==> config.mk <==
export PLATFORM = sky130hd
export DESIGN_NAME = rv_regfile
export DESIGN_NICKNAME = d
export VERILOG_FILES = /design/src/design/rv_regfile.sv
export VERILOG_INCLUDE_DIRS = /design/src /design/src/include
export SDC_FILE = /design/constraint.sdc
export NUM_CORES = 2
export LEC_CHECK = 0
export BUFFER_PORTS_ARGS = -buffer_cell sky130_fd_sc_hd__buf_4
export CAP_MARGIN = 40
export CORE_UTILIZATION = 43
export CTS_CLUSTER_SIZE = 40
export DETAILED_ROUTE_END_ITERATION = 8
export HOLD_SLACK_MARGIN = 0.15
export SLEW_MARGIN = 15
export SYNTH_ARGS = -nofsm -noshare
export SYNTH_HDL_FRONTEND = slang
export SYNTH_SLANG_ARGS = --single-unit
==> constraint.sdc <==
create_clock -name clk -period 2.2 [get_ports clk]
set_input_delay 0.22 -clock clk [delete_from_list [all_inputs] [get_ports clk]]
set_output_delay 0.22 -clock clk [all_outputs]
set_load 0.05 [all_outputs]
==> src/include/rv_defines.svh <==
`ifndef RV_DEFINES_SVH
`define RV_DEFINES_SVH

// Data path width in bits
`define RV_XLEN 32

// Architectural integer registers
`define RV_NREGS 32

// Data memory depth in 32-bit words
`define RV_DMEM_WORDS 256

// First fetch address after reset
`define RV_RESET_PC 32'h0000_0000

`endif

==> src/design/rv_regfile.sv <==
`timescale 1ns/1ps
`default_nettype none

`include "rv_defines.svh"

module rv_regfile (
   input  logic                clk,
   input  logic                reset,
   input  logic [4:0]          rs1_i,
   input  logic [4:0]          rs2_i,
   input  logic [4:0]          rd_i,
   input  logic                we_i,
   input  logic [`RV_XLEN-1:0] wd_i,
   output logic [`RV_XLEN-1:0] rd1_o,
   output logic [`RV_XLEN-1:0] rd2_o
);

   logic [`RV_XLEN-1:0] regs [`RV_NREGS];
   logic                wr_live;

   assign wr_live = we_i && (rd_i != 5'd0);

   always_ff @(posedge clk) begin
      if (reset) begin
         for (int i = 0; i < `RV_NREGS; i++) begin
            regs[i] <= '0;
         end
      end else if (wr_live) begin
         regs[rd_i] <= wd_i;
      end
   end

   // Same-cycle write passes straight through to the readers
   assign rd1_o = (rs1_i == 5'd0) ? '0 :
                  (wr_live && rd_i == rs1_i) ? wd_i : regs[rs1_i];
   assign rd2_o = (rs2_i == 5'd0) ? '0 :
                  (wr_live && rd_i == rs2_i) ? wd_i : regs[rs2_i];

endmodule

`default_nettype wire

==> metrics <==
GR Util All Layers 33.8%; layout cells sized above 1 35.2%; Die W 362 um; crit path time final 3.08 ns; max reg flops 1024; final period utilization 140%; status finished with violations; post-synthesis compound-gate area fraction 5.77%; # DRC 0; CTS sink count 1024; Critical-path top delay cell mux4_4; core box area 128000 um2; DRT Wirelength 222 mm; main combinational cell family by area after synthesis multiplexers; Synth Register Bits 1024; failing checks negative setup slack; Startpoint Class flip-flop; area share of the largest cell type after synthesis 55.2%; Vias/cell 6.43; Yosys cell types 70; P_int 37.6 mW; Simple-Gate Fraction of Synth Area 13.7%; syn_area_per_cell 14.2 um2; Starting Density 43.5%; Pwr Density 745 nW/um2; Area contributors post-synth edfxtp_1 (55%), mux4_2 (14%), and2_1 (11%); RSZ-0062 raised after global routing yes; Worst Tran Pin Value 0.843 ns; largest net degree at the start of global routing 39; Fin. Hold Viols 0; WP data required 1.98 ns; Fillers 10400; Netlist Area Pre-Place 55700 um2; Setup violations, final 64; Critical Path, Cell by Cell mux4_4, mux4_2, nor2b_4, a211o_4, buf_8; main flop type after synthesis edfxtp_1; global route overflow 0; DR WL/cell 35.8 um; Post-Synth Adder-Cell Area 0%; Slew HR 43.8%; CTS tree yes; Iteration-0 DRC Markers 6125; largest area contributor in the netlist edfxtp_1; Leakage Power 25.3 nW; met3 Usage GRT 7.81%; leading cell type in the layout, fill and taps excluded edfxtp_1; Sw Ratio 27.0%; fin. max-slew vios 0; Setup Total Neg Slack -37.27 ns; htree depth 3; most frequent cells in the layout edfxtp_1 (1024), and2_1 (961), buf_4 (461); critical-path maximum fanout 2; Worst Setup End Kind output pin; Root Buffer clkbuf_16; Biggest register regs; DRT Pass-1 Iters 6; EDFF count, synth 1024; VDD IR max 0.000621 V; ANT nets after route 0; multiplexer share of the synthesized area 21.6%; Clk network pwr share 38.1%; routing usage on met2 51.6%; GR peak layer met2; switching power 13.9 mW; total number of vias 39800; Post-DP HPWL 145 mm; fmax 325 MHz; xor-xnor portion of the synthesized cell area 0.157%; Num CTS Buffers 114; Area Growth Syn to Fin 24.1%; register area share after synthesis 55.2%; top flop regs regs x1024; CTS Buffer Depth 3; Cells after Synth 3918; routability cong. 0.916; Rows 131; hold_ws 0.205 ns; Crit Path Class flip-flop to output pin; Gate power share 17.0%; die height 362 um; Final Worst Setup Slack -0.881 ns; sequential power share 44.9%; worst hold path type input port to flip-flop; die area 131000 um2; met1 GRT Util 44.9%; yosys warns 0; ys async rst share 0%; Ports 114; net count reported at finish 4415; Largest stage delay, worst path 0.62 ns; wire length of the first global-routing pass 307 mm; Max-Cap Viols 0; CP Data Arrival Time 2.86 ns; Port Buffers 113; number of global-route vias before repair 39200; Worst-path clk slew 0.06 ns; initial antenna violation count 18
==> through the flow <==
step | utilization, % | power (mW) | cell area, um2 | setup slack, ns | std cells
detailed placement | 49.8 | 31.5 | 63700 | -0.836 | 5939
global route | 54.0 | 52.6 | 69200 | -0.920 | 6192
CTS | 53.7 | 51.3 | 68800 | -0.912 | 6181
global placement | 49.8 | 31.4 | 63700 | -0.832 | 5939
floorplan | - | 27.8 | 56300 | -0.174 | 3949
finish | 54.0 | 51.5 | 69200 | -0.881 | 6198
==> synthesized netlist by cell type (9+ instances only) <==
library cell / instances
buf_1: 11
mux2i_1: 334
nand2_1: 130
a22oi_1: 66
a32o_1: 32
mux4_1: 9
o22ai_1: 37
a211oi_1: 45
buf_6: 31
o221ai_1: 33
a221o_1: 12
buf_2: 62
mux4_2: 356
edfxtp_1: 1024
o21ai_0: 27
nor3_1: 42
mux2_2: 35
or2_2: 34
a221oi_1: 35
and2_1: 962
nor2_1: 59
clkbuf_1: 293
a21oi_1: 81
buf_4: 21
and3_1: 14
==> cell families (layout without fill, tap and decap cells) <==
family / count (synthesis) / in the layout
AOI/OAI and AO/OA: 427 / 427
xor gates and xnor gates: 10 / 10
buffers and inverters: 423 / 936
DFF: 1024 / 1024
muxes: 736 / 736
other: 1 / 39
and+or+nand+nor: 1297 / 1297
==> power groups by stage <==
stage                     Sequential, mW  Clock, mW  Combinational [mW]
after floorplan                     23.3          0                4.52
after global placement              23.4          0                7.95
after detailed placement            23.5          0                7.98
after CTS                           23.1       19.8                8.51
after global routing                23.2       20.5                8.97
final                               23.1       19.7                8.76
==> area by class of cell <==
class | instances | area, um2 | share of cell area [%]
Tap cell | 1729 | 2160 | 3.13
Antenna cell | 7 | 17.5 | 0.0253
Timing Repair Buffer | 719 | 7820 | 11.3
Inverter | 4 | 15.0 | 0.0217
Sequential cell | 1024 | 30700 | 44.5
Clock buffer | 138 | 2990 | 4.32
Multi-Input combinational cell | 2502 | 24700 | 35.7
Clock inverter | 75 | 757 | 1.09
==> critical path, delay by kind of cell (launching register included) <==
kind,cells,cell delay [ns]
AOI/OAI and AO/OA,1,0.29
buffers and inverters,1,0.16
DFF,1,0.42
muxes,2,1.10
and+or+nand+nor,1,0.14
==> per-layer routing <==
layer,vias up,wire [um]
li1,15900,-
met1,20500,82600
met2,2838,99800
met3,607,26400
met4,10,12900
met5,-,108
==> path summary, 6_finish.rpt <==
check                    endpoint   startpoint  cells after the start
worst max-delay path     rd1_o[6]  regs[27][6]                      5
worst min-delay path  regs[19][3]      wd_i[3]                      3
==> repair_timing <==
item                                    in CTS  in global routing
pin swaps                                  138                 62
hold buffers                                30                  0
resized for setup                          268                 67
buffers inserted                            14                 11
endpoints found under the hold margin      869                  0
endpoints found under the setup margin      64                 64
Note: power is estimated with default switching activity, not from simulation.
