File: src/include/rv_defines.svh
`ifndef RV_DEFINES_SVH
`define RV_DEFINES_SVH

// Data path width in bits
`define RV_XLEN 32

// Architectural integer registers
`define RV_NREGS 32

// Data memory depth in 32-bit words
`define RV_DMEM_WORDS 256

// First fetch address after reset
`define RV_RESET_PC 32'h0000_0000

`endif

File: src/design/rv_pkg.sv
`default_nettype none

package rv_pkg;

   `include "rv_defines.svh"

   // Major opcodes of the supported subset
   typedef enum logic [6:0] {
      OPC_OP     = 7'b0110011,
      OPC_OP_IMM = 7'b0010011,
      OPC_LUI    = 7'b0110111,
      OPC_LOAD   = 7'b0000011,
      OPC_STORE  = 7'b0100011,
      OPC_BRANCH = 7'b1100011,
      OPC_JAL    = 7'b1101111
   } rv_opcode_e;

   typedef enum logic [2:0] {
      ALU_ADD,
      ALU_SUB,
      ALU_AND,
      ALU_OR,
      ALU_XOR,
      ALU_SLT,
      ALU_PASS_B
   } rv_alu_op_e;

   typedef struct packed {
      logic [6:0] funct7;
      logic [4:0] rs2;
      logic [4:0] rs1;
      logic [2:0] funct3;
      logic [4:0] rd;
      logic [6:0] opcode;
   } rv_r_fmt_t;

   // Store and branch layout with the immediate split around the register fields
   typedef struct packed {
      logic [6:0] imm_hi;
      logic [4:0] rs2;
      logic [4:0] rs1;
      logic [2:0] funct3;
      logic [4:0] imm_lo;
      logic [6:0] opcode;
   } rv_s_fmt_t;

   typedef union packed {
      rv_r_fmt_t r;
      rv_s_fmt_t s;
   } rv_instr_u;

   typedef struct packed {
      rv_alu_op_e alu_op;
      logic       use_imm;
      logic       reg_write;
      logic       mem_read;
      logic       mem_write;
      logic       branch;
      logic       branch_ne;
      logic       jump;
   } rv_ctrl_t;

   typedef struct packed {
      logic                valid;
      logic [`RV_XLEN-1:0] pc;
      logic [4:0]          rs1;
      logic [4:0]          rs2;
      logic [4:0]          rd;
      logic [`RV_XLEN-1:0] op1;
      logic [`RV_XLEN-1:0] op2;
      logic [`RV_XLEN-1:0] imm;
      rv_ctrl_t            ctrl;
   } rv_de_t;

   typedef struct packed {
      logic                valid;
      logic [`RV_XLEN-1:0] pc;
      logic [4:0]          rd;
      logic [`RV_XLEN-1:0] alu_result;
      logic [`RV_XLEN-1:0] store_data;
      rv_ctrl_t            ctrl;
   } rv_em_t;

   typedef struct packed {
      logic                valid;
      logic [4:0]          rd;
      logic                reg_write;
      logic [`RV_XLEN-1:0] wb_data;
   } rv_mw_t;

endpackage

`default_nettype wire

File: src/design/rv_decode.sv
`timescale 1ns/1ps
`default_nettype none

`include "rv_defines.svh"

module rv_decode (
   input  rv_pkg::rv_instr_u    instr_i,
   input  logic [`RV_XLEN-1:0]  pc_i,
   input  logic                 valid_i,
   input  logic [`RV_XLEN-1:0]  rs_data1_i,
   input  logic [`RV_XLEN-1:0]  rs_data2_i,
   output logic [4:0]           rs1_o,
   output logic [4:0]           rs2_o,
   output rv_pkg::rv_de_t       de_o
);

   import rv_pkg::*;

   logic [31:0]         word;
   logic [`RV_XLEN-1:0] imm_i;
   logic [`RV_XLEN-1:0] imm_s;
   logic [`RV_XLEN-1:0] imm_b;
   logic [`RV_XLEN-1:0] imm_u;
   logic [`RV_XLEN-1:0] imm_j;
   rv_opcode_e          opc;

   assign word  = instr_i;
   assign opc   = rv_opcode_e'(instr_i.r.opcode);
   assign rs1_o = instr_i.r.rs1;
   assign rs2_o = instr_i.r.rs2;

   assign imm_i = {{20{word[31]}}, word[31:20]};
   assign imm_s = {{20{instr_i.s.imm_hi[6]}}, instr_i.s.imm_hi, instr_i.s.imm_lo};
   // Branch offset bits are scattered over both immediate fields
   assign imm_b = {{19{instr_i.s.imm_hi[6]}}, instr_i.s.imm_hi[6], instr_i.s.imm_lo[0],
                   instr_i.s.imm_hi[5:0], instr_i.s.imm_lo[4:1], 1'b0};
   assign imm_u = {word[31:12], 12'b0};
   assign imm_j = {{11{word[31]}}, word[31], word[19:12], word[20], word[30:21], 1'b0};

   always_comb begin
      logic known;
      rv_ctrl_t ctrl;
      logic [`RV_XLEN-1:0] imm;

      known = 1'b1;
      ctrl = '0;
      ctrl.alu_op = ALU_ADD;
      imm = imm_i;

      case (opc)
         OPC_OP: begin
            ctrl.reg_write = 1'b1;
            case (instr_i.r.funct3)
               3'b000: ctrl.alu_op = instr_i.r.funct7[5] ? ALU_SUB : ALU_ADD;
               3'b010: ctrl.alu_op = ALU_SLT;
               3'b100: ctrl.alu_op = ALU_XOR;
               3'b110: ctrl.alu_op = ALU_OR;
               3'b111: ctrl.alu_op = ALU_AND;
               default: known = 1'b0;
            endcase
         end
         OPC_OP_IMM: begin
            // ADDI only
            known = (instr_i.r.funct3 == 3'b000);
            ctrl.use_imm = 1'b1;
            ctrl.reg_write = 1'b1;
         end
         OPC_LUI: begin
            ctrl.alu_op = ALU_PASS_B;
            ctrl.use_imm = 1'b1;
            ctrl.reg_write = 1'b1;
            imm = imm_u;
         end
         OPC_LOAD: begin
            ctrl.use_imm = 1'b1;
            ctrl.reg_write = 1'b1;
            ctrl.mem_read = 1'b1;
         end
         OPC_STORE: begin
            ctrl.use_imm = 1'b1;
            ctrl.mem_write = 1'b1;
            imm = imm_s;
         end
         OPC_BRANCH: begin
            // BEQ and BNE differ in funct3 bit 0
            known = (instr_i.r.funct3[2:1] == 2'b00);
            ctrl.branch = 1'b1;
            ctrl.branch_ne = instr_i.r.funct3[0];
            imm = imm_b;
         end
         OPC_JAL: begin
            ctrl.jump = 1'b1;
            ctrl.reg_write = 1'b1;
            imm = imm_j;
         end
         default: known = 1'b0;
      endcase

      de_o.valid = valid_i & known;
      de_o.pc    = pc_i;
      de_o.rs1   = instr_i.r.rs1;
      de_o.rs2   = instr_i.r.rs2;
      de_o.rd    = instr_i.r.rd;
      de_o.op1   = rs_data1_i;
      de_o.op2   = rs_data2_i;
      de_o.imm   = imm;
      de_o.ctrl  = known ? ctrl : '0;
   end

endmodule

`default_nettype wire

File: config.mk
export PLATFORM = sky130hd
export DESIGN_NAME = rv_decode
export DESIGN_NICKNAME = d
export VERILOG_FILES = /design/src/design/rv_pkg.sv /design/src/design/rv_decode.sv
export VERILOG_INCLUDE_DIRS = /design/src /design/src/include
export SDC_FILE = /design/constraint.sdc
export NUM_CORES = 1
export LEC_CHECK = 0
export ABC_CLOCK_PERIOD_IN_PS = 2400
export BUFFER_PORTS_ARGS = -buffer_cell sky130_fd_sc_hd__buf_2
export CAP_MARGIN = 30
export CORE_AREA = 3 3 111 113
export DETAILED_ROUTE_END_ITERATION = 7
export DIE_AREA = 0 0 114 116
export PLACE_DENSITY_LB_ADDON = 0.3
export SYNTH_ARGS = -nofsm -noshare
export SYNTH_HDL_FRONTEND = slang
export SYNTH_SLANG_ARGS = --single-unit
export TNS_END_PERCENT = 5
File: constraint.sdc
create_clock -name vclk -period 2.4
set_input_delay 0.24 -clock vclk [all_inputs]
set_output_delay 0.24 -clock vclk [all_outputs]
set_load 0.01 [all_outputs]
==> out/results.ini <==
[die]
fp.coreArea_um2 = 11400
initial_core_util = 0.135
die-width_um = 114
num_io_pins = 293
die-area_um2 = 13200
die_y_um = 116
row_count = 39

[drt]
drtIter0Drc = 48
ant_nets = 0
drt-wirelength-per-cell_um = 13.4
wirelength_um = 4370
via_per_inst = 3.52
drc = 0
num_vias = 1149
dr.pass1.iters = 4

[grt]
gr-total-overflow = 0
grt_pass1_vias = 1014
grt_usage = 0.0549
grt_pass1_wl_um = 5850
antenna_found_initial = 1
grt_max_degree = 18

[critical_path]
cp.depth = 6
cp_cell_sequence = buf_2, or3b_1, a21oi_2, nor2b_1, a221o_1, buf_2
crit_top_cell = buf_2
worstSetupEndpointType = output port
worst_path_largest_cell_delay_ns = 0.40
cpMaxStageDelayCell = or3b_1
crit_buf_inv = 2
cp_top_family = simple AND/OR/NAND/NOR gates
cp_data_arrival_time_ns = 1.68
critPathLaunchType = input port
critPathKind = in -> out
cp.required_ns = 2.16
cp_max_fo = 10

[layout]
final_cells = 326
drive_gt1_frac = 0.607
most-common-layout-cells = 101 x buf_2, 19 x a21o_1, 9 x nor2b_1
final_nets = 314
diodes = 0
seq_cells = 0
syn_to_final_growth_pct = -17.7
final_area_um2 = 1270
seqCellArea_um2 = 0
nClkBuffers = 0
layout_commonest_cell = buf_2

[power]
p_int_mw = 0.0862
p_leak_nw = 0.720
power.switching_mw = 0.111
seq_power_share = 0
power.total_mw = 0.198
p_sw_frac = 0.564
p_comb_frac = 1.000
p_per_area_nw_per_um2 = 156
pwr-share-clk = 0
irDropWorstVdd_v = 0.0000396

[synth]
synthCells = 212
post_synth.cell_area_avg_um2 = 7.26
synth_warnings = 0
yosysSeqAreaShare = 0
synth_fp_nets = 341
ys_types = 35
syn_area_um2 = 1540

[timing]
worst_pin_slew_ns = 0.776
setup_violations = 0
finalCritPeriodShare = 0.798
final.setup.tns_ns = 0
relSlewSlack = 0.482
finalCriticalPeriod_ns = 1.92
drv_slew = 0
fmax_ghz = 0.522
grt_setup_unrepaired = false
hold_viol_final = 0

[outcome]
outcome = finished clean

[clock_network]
cts.repair.resized = 0
postCtsHoldBufs = 0
post_cts_buffers = 0

[hold_path]
worstHoldPathCells = 0
hold_class = in -> out

[place]
placed_cell_area_um2 = 1270
hpwl_um = 3750
io_buffers = 101
dpl.cell_count = 326
gp_congestion = 0.750

[run]
maxCapViolCount = 0

## metrics by stage
step / hold WS [ns] / setup slack, ns / util
after CTS: 0.480 / 0.484 / 0.111
final: 0.480 / 0.484 / 0.111
after global routing: 0.480 / 0.371 / 0.111
after detailed placement: 0.480 / 0.484 / 0.111
after floorplan: 0.534 / 0.672 / -
after global placement: 0.480 / 0.497 / 0.111
## power groups by stage
stage / sequential [mW] / clock [mW] / combinational (mW)
4_1_cts: 0 / 0 / 0.202
3_3_place_gp: 0 / 0 / 0.201
6_report: 0 / 0 / 0.198
2_1_floorplan: 0 / 0 / 0.299
3_5_place_dp: 0 / 0 / 0.201
5_1_grt: 0 / 0 / 0.219
## final timing paths
check	start	to	slack [ns]
min	rs_data2_i[20]	de_o[62]	0.48
max	instr_i[3]	de_o[21]	0.48
## layout make-up
cell class         instances  area (um2)
inverters                  3        11.3
well taps                143         179
fillers                 1363       10200
multi-input cells         76         548
repair buffers           104         528
## Yosys cell counts, types with 2 or more instances
| master | number | share of area |
|---|---|---|
| a21o_1 | 19 | 0.093 |
| clkbuf_1 | 3 | 0.0073 |
| a21oi_1 | 2 | 0.0065 |
| nor3_1 | 3 | 0.0098 |
| inv_1 | 3 | 0.0073 |
| nand3b_1 | 2 | 0.0098 |
| nand2_1 | 4 | 0.0098 |
| buf_4 | 122 | 0.60 |
| nor4_1 | 3 | 0.012 |
| nor2_1 | 6 | 0.015 |
| buf_2 | 6 | 0.020 |
| nor2b_1 | 9 | 0.037 |
| nand3_1 | 3 | 0.0098 |
| xnor2_1 | 2 | 0.011 |
| buf_6 | 2 | 0.015 |
| a22o_1 | 4 | 0.023 |
## metal layers
metal / global-route usage / share of wire / vias to the layer above
met3: 0.0188 / 0.12 / 34
li1: - / - / 521
met5: 0 / 0.0030 / -
met2: 0.0921 / 0.48 / 68
met4: 0.0309 / 0.045 / 2
met1: 0.0607 / 0.35 / 524
## cell families after synthesis
| logic type | Yosys count | synth area share |
|---|---|---|
| buffers and inverters | 136 | 0.644 |
| and+or+nand+nor | 40 | 0.174 |
| AOI/OAI and AO/OA | 34 | 0.171 |
| xor gates and xnor gates | 2 | 0.0114 |
Note: power is estimated with default switching activity, not from simulation.
