### config.mk
export PLATFORM = sky130hd
export DESIGN_NAME = rv_execute
export DESIGN_NICKNAME = d
export VERILOG_FILES = /design/src/design/rv_pkg.sv /design/src/design/rv_execute.sv
export VERILOG_INCLUDE_DIRS = /design/src /design/src/include
export SDC_FILE = /design/constraint.sdc
export NUM_CORES = 1
export LEC_CHECK = 0
export BUFFER_PORTS_ARGS = -buffer_cell sky130_fd_sc_hd__clkbuf_2
export CAP_MARGIN = 20
export CORE_UTILIZATION = 28
export DETAILED_ROUTE_END_ITERATION = 8
export SLEW_MARGIN = 20
export SYNTH_ARGS = -nofsm -noshare
export SYNTH_HDL_FRONTEND = slang
export SYNTH_SLANG_ARGS = --single-unit
### constraint.sdc
create_clock -name vclk -period 13.77
set_clock_uncertainty 0.15 [all_clocks]
set_input_delay 0.6885 -clock vclk [all_inputs]
set_output_delay 0.6885 -clock vclk [all_outputs]
set_load 0.01 [all_outputs]
### src/include/rv_defines.svh
`ifndef RV_DEFINES_SVH
`define RV_DEFINES_SVH

// Data path width in bits
`define RV_XLEN 32

// Architectural integer registers
`define RV_NREGS 32

// Data memory depth in 32-bit words
`define RV_DMEM_WORDS 256

// First fetch address after reset
`define RV_RESET_PC 32'h0000_0000

`endif

### src/design/rv_pkg.sv
`default_nettype none

package rv_pkg;

   `include "rv_defines.svh"

   // Major opcodes of the supported subset
   typedef enum logic [6:0] {
      OPC_OP     = 7'b0110011,
      OPC_OP_IMM = 7'b0010011,
      OPC_LUI    = 7'b0110111,
      OPC_LOAD   = 7'b0000011,
      OPC_STORE  = 7'b0100011,
      OPC_BRANCH = 7'b1100011,
      OPC_JAL    = 7'b1101111
   } rv_opcode_e;

   typedef enum logic [2:0] {
      ALU_ADD,
      ALU_SUB,
      ALU_AND,
      ALU_OR,
      ALU_XOR,
      ALU_SLT,
      ALU_PASS_B
   } rv_alu_op_e;

   typedef struct packed {
      logic [6:0] funct7;
      logic [4:0] rs2;
      logic [4:0] rs1;
      logic [2:0] funct3;
      logic [4:0] rd;
      logic [6:0] opcode;
   } rv_r_fmt_t;

   // Store and branch layout with the immediate split around the register fields
   typedef struct packed {
      logic [6:0] imm_hi;
      logic [4:0] rs2;
      logic [4:0] rs1;
      logic [2:0] funct3;
      logic [4:0] imm_lo;
      logic [6:0] opcode;
   } rv_s_fmt_t;

   typedef union packed {
      rv_r_fmt_t r;
      rv_s_fmt_t s;
   } rv_instr_u;

   typedef struct packed {
      rv_alu_op_e alu_op;
      logic       use_imm;
      logic       reg_write;
      logic       mem_read;
      logic       mem_write;
      logic       branch;
      logic       branch_ne;
      logic       jump;
   } rv_ctrl_t;

   typedef struct packed {
      logic                valid;
      logic [`RV_XLEN-1:0] pc;
      logic [4:0]          rs1;
      logic [4:0]          rs2;
      logic [4:0]          rd;
      logic [`RV_XLEN-1:0] op1;
      logic [`RV_XLEN-1:0] op2;
      logic [`RV_XLEN-1:0] imm;
      rv_ctrl_t            ctrl;
   } rv_de_t;

   typedef struct packed {
      logic                valid;
      logic [`RV_XLEN-1:0] pc;
      logic [4:0]          rd;
      logic [`RV_XLEN-1:0] alu_result;
      logic [`RV_XLEN-1:0] store_data;
      rv_ctrl_t            ctrl;
   } rv_em_t;

   typedef struct packed {
      logic                valid;
      logic [4:0]          rd;
      logic                reg_write;
      logic [`RV_XLEN-1:0] wb_data;
   } rv_mw_t;

endpackage

`default_nettype wire

### src/design/rv_execute.sv
`timescale 1ns/1ps
`default_nettype none

`include "rv_defines.svh"

module rv_execute (
   input  rv_pkg::rv_de_t       de_i,
   input  logic [4:0]           res_rd_i,
   input  logic                 res_write_i,
   input  logic [`RV_XLEN-1:0]  res_data_i,
   input  logic [4:0]           wb_rd_i,
   input  logic                 wb_write_i,
   input  logic [`RV_XLEN-1:0]  wb_data_i,
   output rv_pkg::rv_em_t       em_o,
   output logic                 redirect_o,
   output logic [`RV_XLEN-1:0]  target_o
);

   import rv_pkg::*;

   logic [`RV_XLEN-1:0] src_a;
   logic [`RV_XLEN-1:0] src_b;
   logic [`RV_XLEN-1:0] alu_b;
   logic [`RV_XLEN-1:0] alu_out;
   logic                equal;
   logic                taken;

   // Youngest producer wins and x0 is never forwarded
   function automatic logic [`RV_XLEN-1:0] fwd_sel(
      input logic [4:0]          rs,
      input logic [`RV_XLEN-1:0] rf_val,
      input logic [4:0]          r_rd,
      input logic                r_we,
      input logic [`RV_XLEN-1:0] r_data,
      input logic [4:0]          w_rd,
      input logic                w_we,
      input logic [`RV_XLEN-1:0] w_data
   );
      if (rs == 5'd0) begin
         return rf_val;
      end else if (r_we && r_rd == rs) begin
         return r_data;
      end else if (w_we && w_rd == rs) begin
         return w_data;
      end
      return rf_val;
   endfunction

   assign src_a = fwd_sel(de_i.rs1, de_i.op1, res_rd_i, res_write_i, res_data_i,
                          wb_rd_i, wb_write_i, wb_data_i);
   assign src_b = fwd_sel(de_i.rs2, de_i.op2, res_rd_i, res_write_i, res_data_i,
                          wb_rd_i, wb_write_i, wb_data_i);
   assign alu_b = de_i.ctrl.use_imm ? de_i.imm : src_b;

   always_comb begin
      case (de_i.ctrl.alu_op)
         ALU_SUB:    alu_out = src_a - alu_b;
         ALU_AND:    alu_out = src_a & alu_b;
         ALU_OR:     alu_out = src_a | alu_b;
         ALU_XOR:    alu_out = src_a ^ alu_b;
         ALU_SLT:    alu_out = {{(`RV_XLEN-1){1'b0}}, $signed(src_a) < $signed(alu_b)};
         ALU_PASS_B: alu_out = alu_b;
         default:    alu_out = src_a + alu_b;
      endcase
   end

   assign equal = (src_a == src_b);
   assign taken = de_i.ctrl.jump | (de_i.ctrl.branch & (equal ^ de_i.ctrl.branch_ne));

   assign redirect_o = de_i.valid & taken;
   assign target_o   = de_i.pc + de_i.imm;

   always_comb begin
      em_o.valid      = de_i.valid;
      em_o.pc         = de_i.pc;
      em_o.rd         = de_i.rd;
      // Link address for JAL
      em_o.alu_result = de_i.ctrl.jump ? de_i.pc + `RV_XLEN'd4 : alu_out;
      em_o.store_data = src_b;
      em_o.ctrl       = de_i.ctrl;
   end

endmodule

`default_nettype wire

==> impl.org, run 1 <==
** Die
- Die height :: 194 um
- Core region area :: between 30,000 and 40,000 sq um
- Width of the die :: 194 um
- After floorplanning, the core was divided into 69 placement rows.
- Die Outline Area :: around 37,000 sq um
- For this design the top-level I/O count stands at 375.
- For this configuration, the core starts out at a cell density of 28.7%.

** STA
- The final-report max-slew violation count was 0.
- Post-route minimum period :: a little over 8 ns
- Total of endpoints with negative setup slack in the final report :: 0
- Slew at the pin closest to its max-slew limit :: 1.20 ns
- Worst setup margin :: 5.69 ns
- Final Hold Vio Count :: 0
- After routing, the total negative slack on setup checks comes to 0 ns.
- Unrepaired setup endpoints after global routing :: false
- Final period util :: 58.6%
- The worst pin sits at a relative slew slack of 19.5%.
- Static timing analysis puts the maximum clock frequency at between 100 and 150 MHz.

** Finish
- The post-route netlist has between 20% and 30% of its cells at a drive strength greater than 1.
- In the final design database the tool counted 2,142 nets.
- Count of clock buffers in the final design :: 0
- Finished Core Util :: 33.9%
- The design has 0 sequential cells.
- After filler insertion, the fill cell instance count of the layout stands at 3,983.
- In the final layout, flip-flops and latches occupy 0 sq um.
- Area of the multi-input gates :: 9030 sq um
- Number of antenna repair diodes :: 0
- Area grow syn2layout :: 18.2%

** Pwr
- The worst-case IR drop observed on VDD is about 0.020 mV.
- Total leakage power :: 6.07 nW
- Power Dens Cells :: 50.9 nW/um^2

** Detailed routing
- Wires add up to 50,400 um.
- After detailed routing, the number of vias per cell comes to 5.60.
- Routed len/inst :: between 20 and 25 um
- The count of nets left with antenna violations once routing finished came out at 0.
- Before antenna repair, the detailed router went through 5 iterations.
- Number of DRC violations after detailed-routing iteration 0 :: 867
- In the routed design, unresolved DRC markers number 0.
- Via count :: roughly 13,000

** Place
- Port Buffer Count :: roughly 360
- HPWL reported at the end of detailed placement :: 42,200 um
- Routability-driven placement finished with a final weighted congestion of around 1.0.
- Pre-CTS WS :: around 5.7 ns

** Setup path
- The most critical setup path has its startpoint at de_i[112].
- The number of buffers and inverters on the critical path is 4.
- Worst path required time :: 12.93 ns
- By startpoint and endpoint, the worst setup path is classified as in -> out.
- For this run, the slowest stage of the critical path takes 0.85 ns.
- On the critical path, the stage with the largest delay is an instance of and3_2.
- STA puts the critical path data arrival time at around 7.2 ns.
- STA classifies the critical path startpoint as a primary input.
- In this run the worst path has a maximum fanout of 33.
- Largest delay contributor family on the critical path :: compound AO/OA/AOI/OAI gates
- Cell-by-cell listing of the critical path :: clkbuf_2 -> xor2_1 -> nor4_1 -> and3_2 -> o22ai_4 -> buf_4 -> mux2i_1 -> nor2_1 -> a21oi_1 -> inv_1 -> ha_1 -> o21bai_1 -> a21oi_1 -> o211ai_1 -> a21o_1 -> a2111oi_2 -> o31ai_4 -> a21oi_2 -> o31ai_2 -> nand4_1 -> mux2_2 -> a221oi_1 -> clkbuf_2
- STA classifies the critical path endpoint as an output port.

** Logic synthesis
- The number of nets handed over by synthesis was 1,884.
- Top cell types by occurrence after synthesis :: 179 x a21oi_1, 139 x inv_1, 138 x nor2_1, 128 x ha_1, 104 x o21ai_0
- After technology mapping, the gate count stands at 1,523.
- Yosys printed 0 warnings.
- Mapped cell area :: 10,300 sq um
- Most common cell in the netlist :: a21oi_1
- Sequential elements use 0% of the synthesized area.
- By area the synthesized netlist is led by ha_1 16%, a21oi_1 8.7%, mux2i_1 6.2%.
- Share of the synthesized area in the top cell type :: 15.6%
- The netlist uses between 70 and 80 different library cells.
- The synthesized design spends more area on one cell type than any other, namely ha_1.
- The average instance in the mapped netlist occupies 6.75 sq um.

** CTS
- Post-CTS setup buffers :: 0
- Post-cts repair resize count :: 0
- Hold buffers post-CTS :: 0

** Run
- Count of max-cap constraint violations :: 0

** GRT
- The first global-routing pass estimated 74,300 um of wire.
- Number of global-route vias before repair :: 12,141
- Largest net degree at the start of global routing :: 65
- Number of antenna violations at the first check in global routing :: 0
- Global routing used between 20 and 30% of the available tracks.
- Gr ovfl total :: 0

** Outcome
- The run finished with clean final reports.

** Worst hold path
- Along the worst hold path, the cell count comes to 0.
- Worst hold path type :: in -> out
- Hold EP :: em_o[4]
- Worst Min Path Start :: de_i[4]
## how the worst max path moves through the flow
| stage | end | cells after the start | slack, ns |
|---|---|---|---|
| floorplan | em_o[72] | 25 | 7.40 |
| global placement | em_o[73] | 23 | 5.77 |
| detailed placement | em_o[73] | 23 | 5.71 |
| CTS | em_o[73] | 23 | 5.68 |
| global route | em_o[73] | 23 | 5.24 |
| finish | em_o[73] | 23 | 5.69 |
## power breakdown
part | total, mW | internal [mW] | switching (mW)
logic | 0.619 | 0.233 | 0.385
registers | 0 | 0 | 0
clock network | 0 | 0 | 0
total | 0.619 | 0.233 | 0.385
## cell type report
type	instances	share of cell area (%)
Inverter	140	4.32
Tap cell	461	4.75
Timing Repair Buffer	388	16.6
Multi-Input combinational cell	1251	74.3
## through the flow
step / hold WS, ns / instance area, sq um / power [mW] / instances
floorplan: 1.31 / 10300 / 0.397 / 1523
global placement: 1.23 / 12200 / 0.607 / 2240
detailed placement: 1.23 / 12200 / 0.608 / 2240
CTS: 1.23 / 12200 / 0.612 / 2240
global route: 1.23 / 12200 / 0.673 / 2240
finish: 1.23 / 12200 / 0.619 / 2240
## cells in the final DEF, fill, tap and decap left out, types with 25 or more instances in the layout
master	synthesis	final
nand3_1	25	25
inv_1	139	139
a21o_1	27	27
buf_4	52	29
a21oi_1	179	179
nor2_1	138	137
nand2_1	85	85
xor2_1	53	53
a211oi_1	28	28
clkbuf_2	0	359
xnor2_1	63	63
mux2_2	53	53
o21ai_0	104	104
ha_1	128	128
mux2i_1	64	64
## cell families after synthesis
kind of cell	Yosys count	synth area share (%)
simple gates	378	17.5
fa+ha+maj	131	16.2
buf+inv	272	12.3
xor+xnor	116	9.88
mux	120	12.4
compound gates	506	31.8
## layer usage
| metal | track usage [%] | vias up | share of wire (%) |
|---|---|---|---|
| met3 | 2.78 | 82 | 7.2 |
| met1 | 33.6 | 5945 | 43 |
| met5 | 0 | - | 0 |
| li1 | - | 5951 | - |
| met2 | 42.2 | 556 | 45 |
| met4 | 11.2 | 0 | 4.8 |
Power figures use the tool's default switching activity.
==> run 2: changes to the inputs <==
clock period = 7.85 ns   (was 13.77 ns; I/O delays follow)
==> impl.org, run 2 (same netlist as run 1, synthesis figures left out) <==
** Die
- The die is between 150 and 200 um tall.
- Die Outline Area :: 37,500 sq um
- 375 I/O pins were placed.
- For this configuration, the core starts out at a cell density of 28.7%.
- Width of the die :: 194 um
- Row generation in the floorplan step produced 69 rows.
- The floorplan step defined a core boundary enclosing 35,800 sq um.

** STA
- Normalized max-slew margin :: 25.8%
- Setup repair after global routing left no endpoint under its margin.
- Final period util :: ~93%
- The number of hold violations in the final report came to 0.
- The final-report max-slew violation count was 0.
- The smallest clock period supported by the final layout is computed as just over 7 ns.
- FMAX :: about 140 MHz
- At the pin with the least slew margin, the transition time is 1.11 ns.
- Final-layout setup total negative slack :: 0 ns
- Setup violations remaining at the end of the flow were counted as 0.

** Pwr
- Of the total power, the share spent switching nets is 62.0%.
- Relative contribution of combinational cells to total power :: 100.0%
- Clock share of power :: 0%
- Power Dens Cells :: 89.1 nW/um^2
- Total leakage power :: 6.13 nW
- Net switching component of the power :: 0.678 mW
- After layout, the design draws a total of 1.09 mW.
- Share of power burned in registers :: 0%
- Across the VDD grid, the largest voltage drop is 0.0336 mV.
- Internal Power :: about 0.42 mW

** Setup path
- In this design, the stage delay of the slowest critical-path cell is 0.91 ns.
- Worst setup EP type :: output port
- Setup crit start kind :: primary input
- The critical path is of the in -> out type.
- Data arrives at the worst endpoint at 6.73 ns.
- Along the worst path, the maximum fanout reaches 31.
- The signal on the critical path passes through clkbuf_2 -> xor2_1 -> nor4_1 -> and3_2 -> o22ai_4 -> mux2i_1 -> o21ai_0 -> ha_1 -> or3_1 -> o211ai_1 -> a21o_1 -> a2111oi_2 -> o31ai_4 -> a21oi_2 -> o31ai_2 -> nand4_1 -> mux2_2 -> a221oi_1 -> clkbuf_2.
- The largest individual stage delay along the critical path comes from the cell o22ai_4.
- STA puts the critical path data required time at approximately 7.3 ns.
- Worst setup path startpoint :: de_i[111]
- Cell type with the highest occurrence count on the critical path :: clkbuf_2

** GRT
- The via count of the first global-routing pass was 12,161.
- First-pass GRT wire length :: 74,800 um
- The number of antenna violations at the first check in global routing came to 3.
- Global routing finished with a remaining overflow of 0.
- Global routing consumed, over all layers together, between 20 and 30% of the routing resources.
- Entering global routing, the biggest net connects between 40 and 50 pins.

** Detailed routing
- For this run, design rule violations remaining after detail routing come to 0.
- In the final routed layout, each cell accounts on average for 22.5 um.
- Vias per cell :: approximately 5.5
- For this block, the initial DRC count from the detailed router was 1,213.
- Wires add up to 50,700 um.
- Summing over every cut layer, the via total after detailed routing is roughly 12,000.
- Detail Route Antenna Nets :: 0
- Drt first pass iters :: 5

** Worst hold path
- Worst Min Path Start :: de_i[4]
- The tightest min-delay check is of the in -> out type.

** Finish
- Area grow syn2layout :: 19.2%
- Commonest cells after routing, fill and taps aside :: 359 x clkbuf_2, 179 x a21oi_1, 139 x inv_1, 136 x nor2_1, 128 x ha_1
- Leaving out fill and tap cells, the most frequent cell in the layout is clkbuf_2.
- The design has 0 sequential cells.
- Finished Core Util :: ~34%
- Of the cells placed in the final design, the portion with a size suffix greater than 1 is between 20% and 30%.
- Number of standard cells in the layout, taps in and fillers out :: 2,256
- Fin area :: 12,300 sq um
- In the final design database the tool counted 2,155 nets.
- Summing all flip-flop and latch instances after layout gives 0 sq um.
- Fill cells in the final layout number around 4,000.
- Count of clock buffers in the final design :: 0

** Place
- HPWL reported at the end of detailed placement :: 42,400 um
- Number of cells after detailed placement :: 2,253
- Input and output buffers added on the ports amount to 359.
- In this run the cell area measured after placement is 12,300 sq um.
- Final GP Congestion :: 0.975

** CTS
- Post-cts repair resize count :: 0
- Hold buffers post-CTS :: 0
- Post-CTS setup buffers :: 0

** Outcome
- The run finished with clean final reports.

** Run
- Max-cap violations in this run came to 0.
## run 2: layer usage
layer	vias up	wire length (um)	global-route usage (%)
met4	0	1640	7.59
met5	-	0	0
met3	69	3360	3.11
met2	543	23400	43.6
li1	5980	-	-
met1	5885	22300	33.9
## run 2: worst max-delay path: cells and delay by family
family / cells / cell delay [ns]
adder cells (fa/ha/maj): 1 / 0.57
AO/OA/AOI/OAI: 9 / 3.29
AND/OR/NAND/NOR: 4 / 1.02
multiplexers: 2 / 0.91
XOR/XNOR: 1 / 0.16
buffers and inverters: 2 / 0.37
## run 2: worst paths after layout
path / end / slack [ns] / cells after the start
max: em_o[73] / 0.58 / 19
min: em_o[4] / 0.64 / 0
## run 2: power groups by stage
stage	registers (mW)	clock network, mW	logic, mW
final	0	0.0000000512	1.09
after global routing	0	0.0000000511	1.19
after CTS	0	0	1.08
after detailed placement	0	0	1.07
after global placement	0	0	1.07
after floorplan	0	0	0.697
## run 2: area by class of cell
cell class | count | area (sq um) | share of cell area, %
timing repair buffer | 401 | 2110 | 17.2
multi-input combinational | 1251 | 9040 | 73.7
inverter | 140 | 526 | 4.29
tap | 461 | 577 | 4.71
antenna | 3 | 7.51 | 0.0612
## run 2: per-stage QoR
stage                     worst slack (ns)  hold slack, ns
after floorplan                       2.07           0.717
after global placement               0.665           0.635
after detailed placement             0.669           0.635
after CTS                            0.645           0.635
after global routing                 0.212           0.635
final                                0.579           0.635
==> run 3: changes to the inputs <==
ABC_AREA = 1   (was default)
CORE_MARGIN = 5   (was default)
==> impl.org, run 3 <==
** Outcome
- The flow ran to the end, and the final reports show no timing, DRC or antenna violations.

** Worst hold path
- Depth of the worst hold-timing path :: 0
- The min-delay analysis places its worst path in the category in -> out.
- Worst Min Path Start :: de_i[106]
- The worst hold path terminates at em_o[74].

** Die
- Top-level port count :: 375
- Die Outline Area :: 48,500 sq um
- Die height :: 220 um
- Core region area :: 43,900 sq um
- After floorplanning, the core was divided into 77 placement rows.
- For this configuration, the core starts out at a cell density of about 28%.
- Width of the die :: 220 um

** STA
- Worst setup margin :: about 1.6 ns
- The final-report max-slew violation count is 0.
- For the finished layout, the period the worst path requires is around 6.3 ns.
- Setup violations remaining at the end of the flow were counted as 0.
- Setup repair after global routing left no endpoint under its margin.
- Final period util :: 80.0%
- Final Hold Vio Count :: 0
- Timing would allow up to 159 MHz.
- Final-layout setup total negative slack :: 0 ns
- Normalized max-slew margin :: 26.8%
- Slew at the pin closest to its max-slew limit :: 1.09 ns

** Setup path
- Crit Path Max Fanout :: 48
- Worst path required time :: approximately 7.3 ns
- Data arrival time of the critical path :: 5.74 ns
- CP Class :: in -> out
- Worst setup EP type :: output port
- Setup crit start kind :: primary input

** Logic synthesis
- Share of the synthesized area in the top cell type :: 25.2%
- Share of synthesized area occupied by flip-flops and latches :: 0%
- The cell area that synthesis handed to floorplanning was 12,400 sq um.
- Most common cell in the netlist :: nand2_1
- Syn nets :: roughly 2,800
- The commonest cells after synthesis are 831 x nand2_1, 382 x inv_1, 194 x nor2_1, 184 x o21ai_0, 165 x a21oi_1.
- Total of warnings raised by yosys :: 0
- Area contributors post-synth :: nand2_1 25%, ha_1 13%, inv_1 12%
- Avg Cell Area, Syn :: about 5.0 sq um
- Of all cell types, the one taking the most synthesized area is nand2_1.
- After technology mapping, the gate count stands at around 2,500.
- Yosys mapped the design onto 52 distinct sky130hd cell types.

** Finish
- The number of antenna diodes in the final layout is 0.
- The top cell types in the final layout, fill and taps aside, are 830 x nand2_1, 382 x inv_1, 359 x clkbuf_2, 194 x nor2_1, 183 x o21ai_0.
- The library cell used most frequently in the layout, excluding fill and tap cells, is nand2_1.
- Area grow syn2layout :: 15.6%
- The post-route netlist has 15.4% of its cells at a drive strength greater than 1.
- There are 0 flip-flops and latches.
- The finished cells cover 14,300 sq um.
- For this run, the post-layout net count is 3,056.
- Finished Core Util :: between 30% and 40%
- Registers take 0 sq um.
- The layout has 0 clock buffers.

** Detailed routing
- Routed len/inst :: 19.3 um
- The routed design has roughly 64,000 um of wire.
- Drt first pass iters :: 6
- Vias per cell :: 5.10
- The detail route stage leaves a number of antenna-violating nets equal to 0.
- In this run, the number of DRC markers left after iteration 0 of detailed routing was 1,762.
- Remaining design rule violation count :: 0
- Across all layers, the routed design uses 16,763 vias.

** GRT
- The via count of the first global-routing pass was approximately 15,000.
- Total Routing Usage GR :: 24.7%
- First-pass GRT wire length :: around 93,000 um
- Number of antenna violations at the first check in global routing :: 1
- For this run the aggregate overflow at the end of global routing stands at 0.
- Entering global routing, the biggest net connects between 50 and 60 pins.

** Pwr
- Registers are responsible for 0% of the overall power.
- Relative contribution of combinational cells to total power :: 100.0%
- Net switching is 68.3% of the power.
- The analysis attributes to net switching a power of 0.881 mW.
- Power Dens Cells :: roughly 90 nW/um^2
- Internal power comes to 0.409 mW.
- The worst-case IR drop observed on VDD is 0.0305 mV.
- The analysis attributes to cell leakage a power of around 8.4 nW.
- In this run, the clock network consumes 0% of the power.
- Total power of the final layout :: around 1.3 mW

** Place
- Summed over all nets, the half-perimeter wirelength after detailed placement is 54,800 um.
- Port buffering added 359 buffers.
- Pre-CTS WS :: 1.67 ns
- Final GP Congestion :: roughly 1.1
- Post-Place Cell Area :: 14,300 sq um

** CTS
- Once the clock tree was built, the setup fixing pass inserted 0 buffers.
- The number of gates resized after CTS was 0.
- The number of hold buffers added after CTS was 0.

** Run
- Count of max-cap constraint violations :: 0
-- run 3: cell types whose count changed after synthesis, sizes merged, moves of 26 or more --
cell | previous run | this run
nand2 | 85 | 832
xnor2 | 63 | 18
nor2 | 138 | 202
nand3 | 25 | 55
inv | 139 | 388
o21ai | 106 | 271
mux2i | 66 | 0
a211oi | 28 | 2
mux2 | 54 | 0
-- run 3: stage by stage --
| stage | instances | hold slack, ns |
|---|---|---|
| finish | 3285 | 0.635 |
| global route | 3285 | 0.635 |
| CTS | 3285 | 0.635 |
| detailed placement | 3285 | 0.635 |
| global placement | 3285 | 0.635 |
| floorplan | 2453 | 0.719 |
-- run 3: layer usage --
metal  vias to the layer above  track usage, %  part of all wire [%]
met5                         -               0                 0.017
met4                         2            7.82                   4.0
met3                       116            3.58                   9.4
met2                       848            41.0                    45
met1                      7506            33.1                    41
li1                       8291               -                     -
-- run 3: worst max path at each step --
stage	end	depth (start not counted)	start
4_1_cts	em_o[71]	23	de_i[120]
2_1_floorplan	em_o[59]	25	de_i[112]
6_report	em_o[71]	23	de_i[120]
5_1_grt	em_o[71]	23	de_i[120]
3_3_place_gp	em_o[73]	22	de_i[120]
3_5_place_dp	em_o[71]	23	de_i[120]
-- run 3: final cells by class --
type                       instances  area, sq um
fill                            5242        29600
inverter                         391         1470
multi-input combinational       1923        10100
tap                              592          741
timing repair buffer             379         1970
-- run 3: cells by family after synthesis --
| logic type | after synthesis | share of synthesized area [%] |
|---|---|---|
| XOR/XNOR | 66 | 4.67 |
| buffers and inverters | 530 | 18.4 |
| AO/OA/AOI/OAI | 561 | 25.6 |
| adder cells (fa/ha/maj) | 131 | 13.4 |
| AND/OR/NAND/NOR | 1165 | 37.8 |
-- run 3: critical path, cell delays in order --
cell      delay [ns]
clkbuf_2        0.11
inv_1           0.07
nand2_1         0.07
a21oi_2         0.46
nand3_2         0.64
nand2_1         0.24
nand2_2         0.38
buf_4           0.43
nand2_1         0.11
nand2_1         0.14
ha_1            0.49
nand2_1         0.10
o21ai_0         0.26
a21o_1          0.18
a21oi_1         0.12
o21ai_0         0.51
nand3_1         0.19
nand3_1         0.11
nand2_1         0.05
o21ai_0         0.36
nand2_1         0.10
nand2_1         0.08
clkbuf_2        0.13
-- run 3: power groups by stage --
| stage | clock network (mW) | registers, mW | logic [mW] |
|---|---|---|---|
| floorplan | 0 | 0 | 0.800 |
| global placement | 0 | 0 | 1.27 |
| detailed placement | 0 | 0 | 1.26 |
| CTS | 0 | 0 | 1.26 |
| global route | 0 | 0 | 1.41 |
| finish | 0 | 0 | 1.29 |
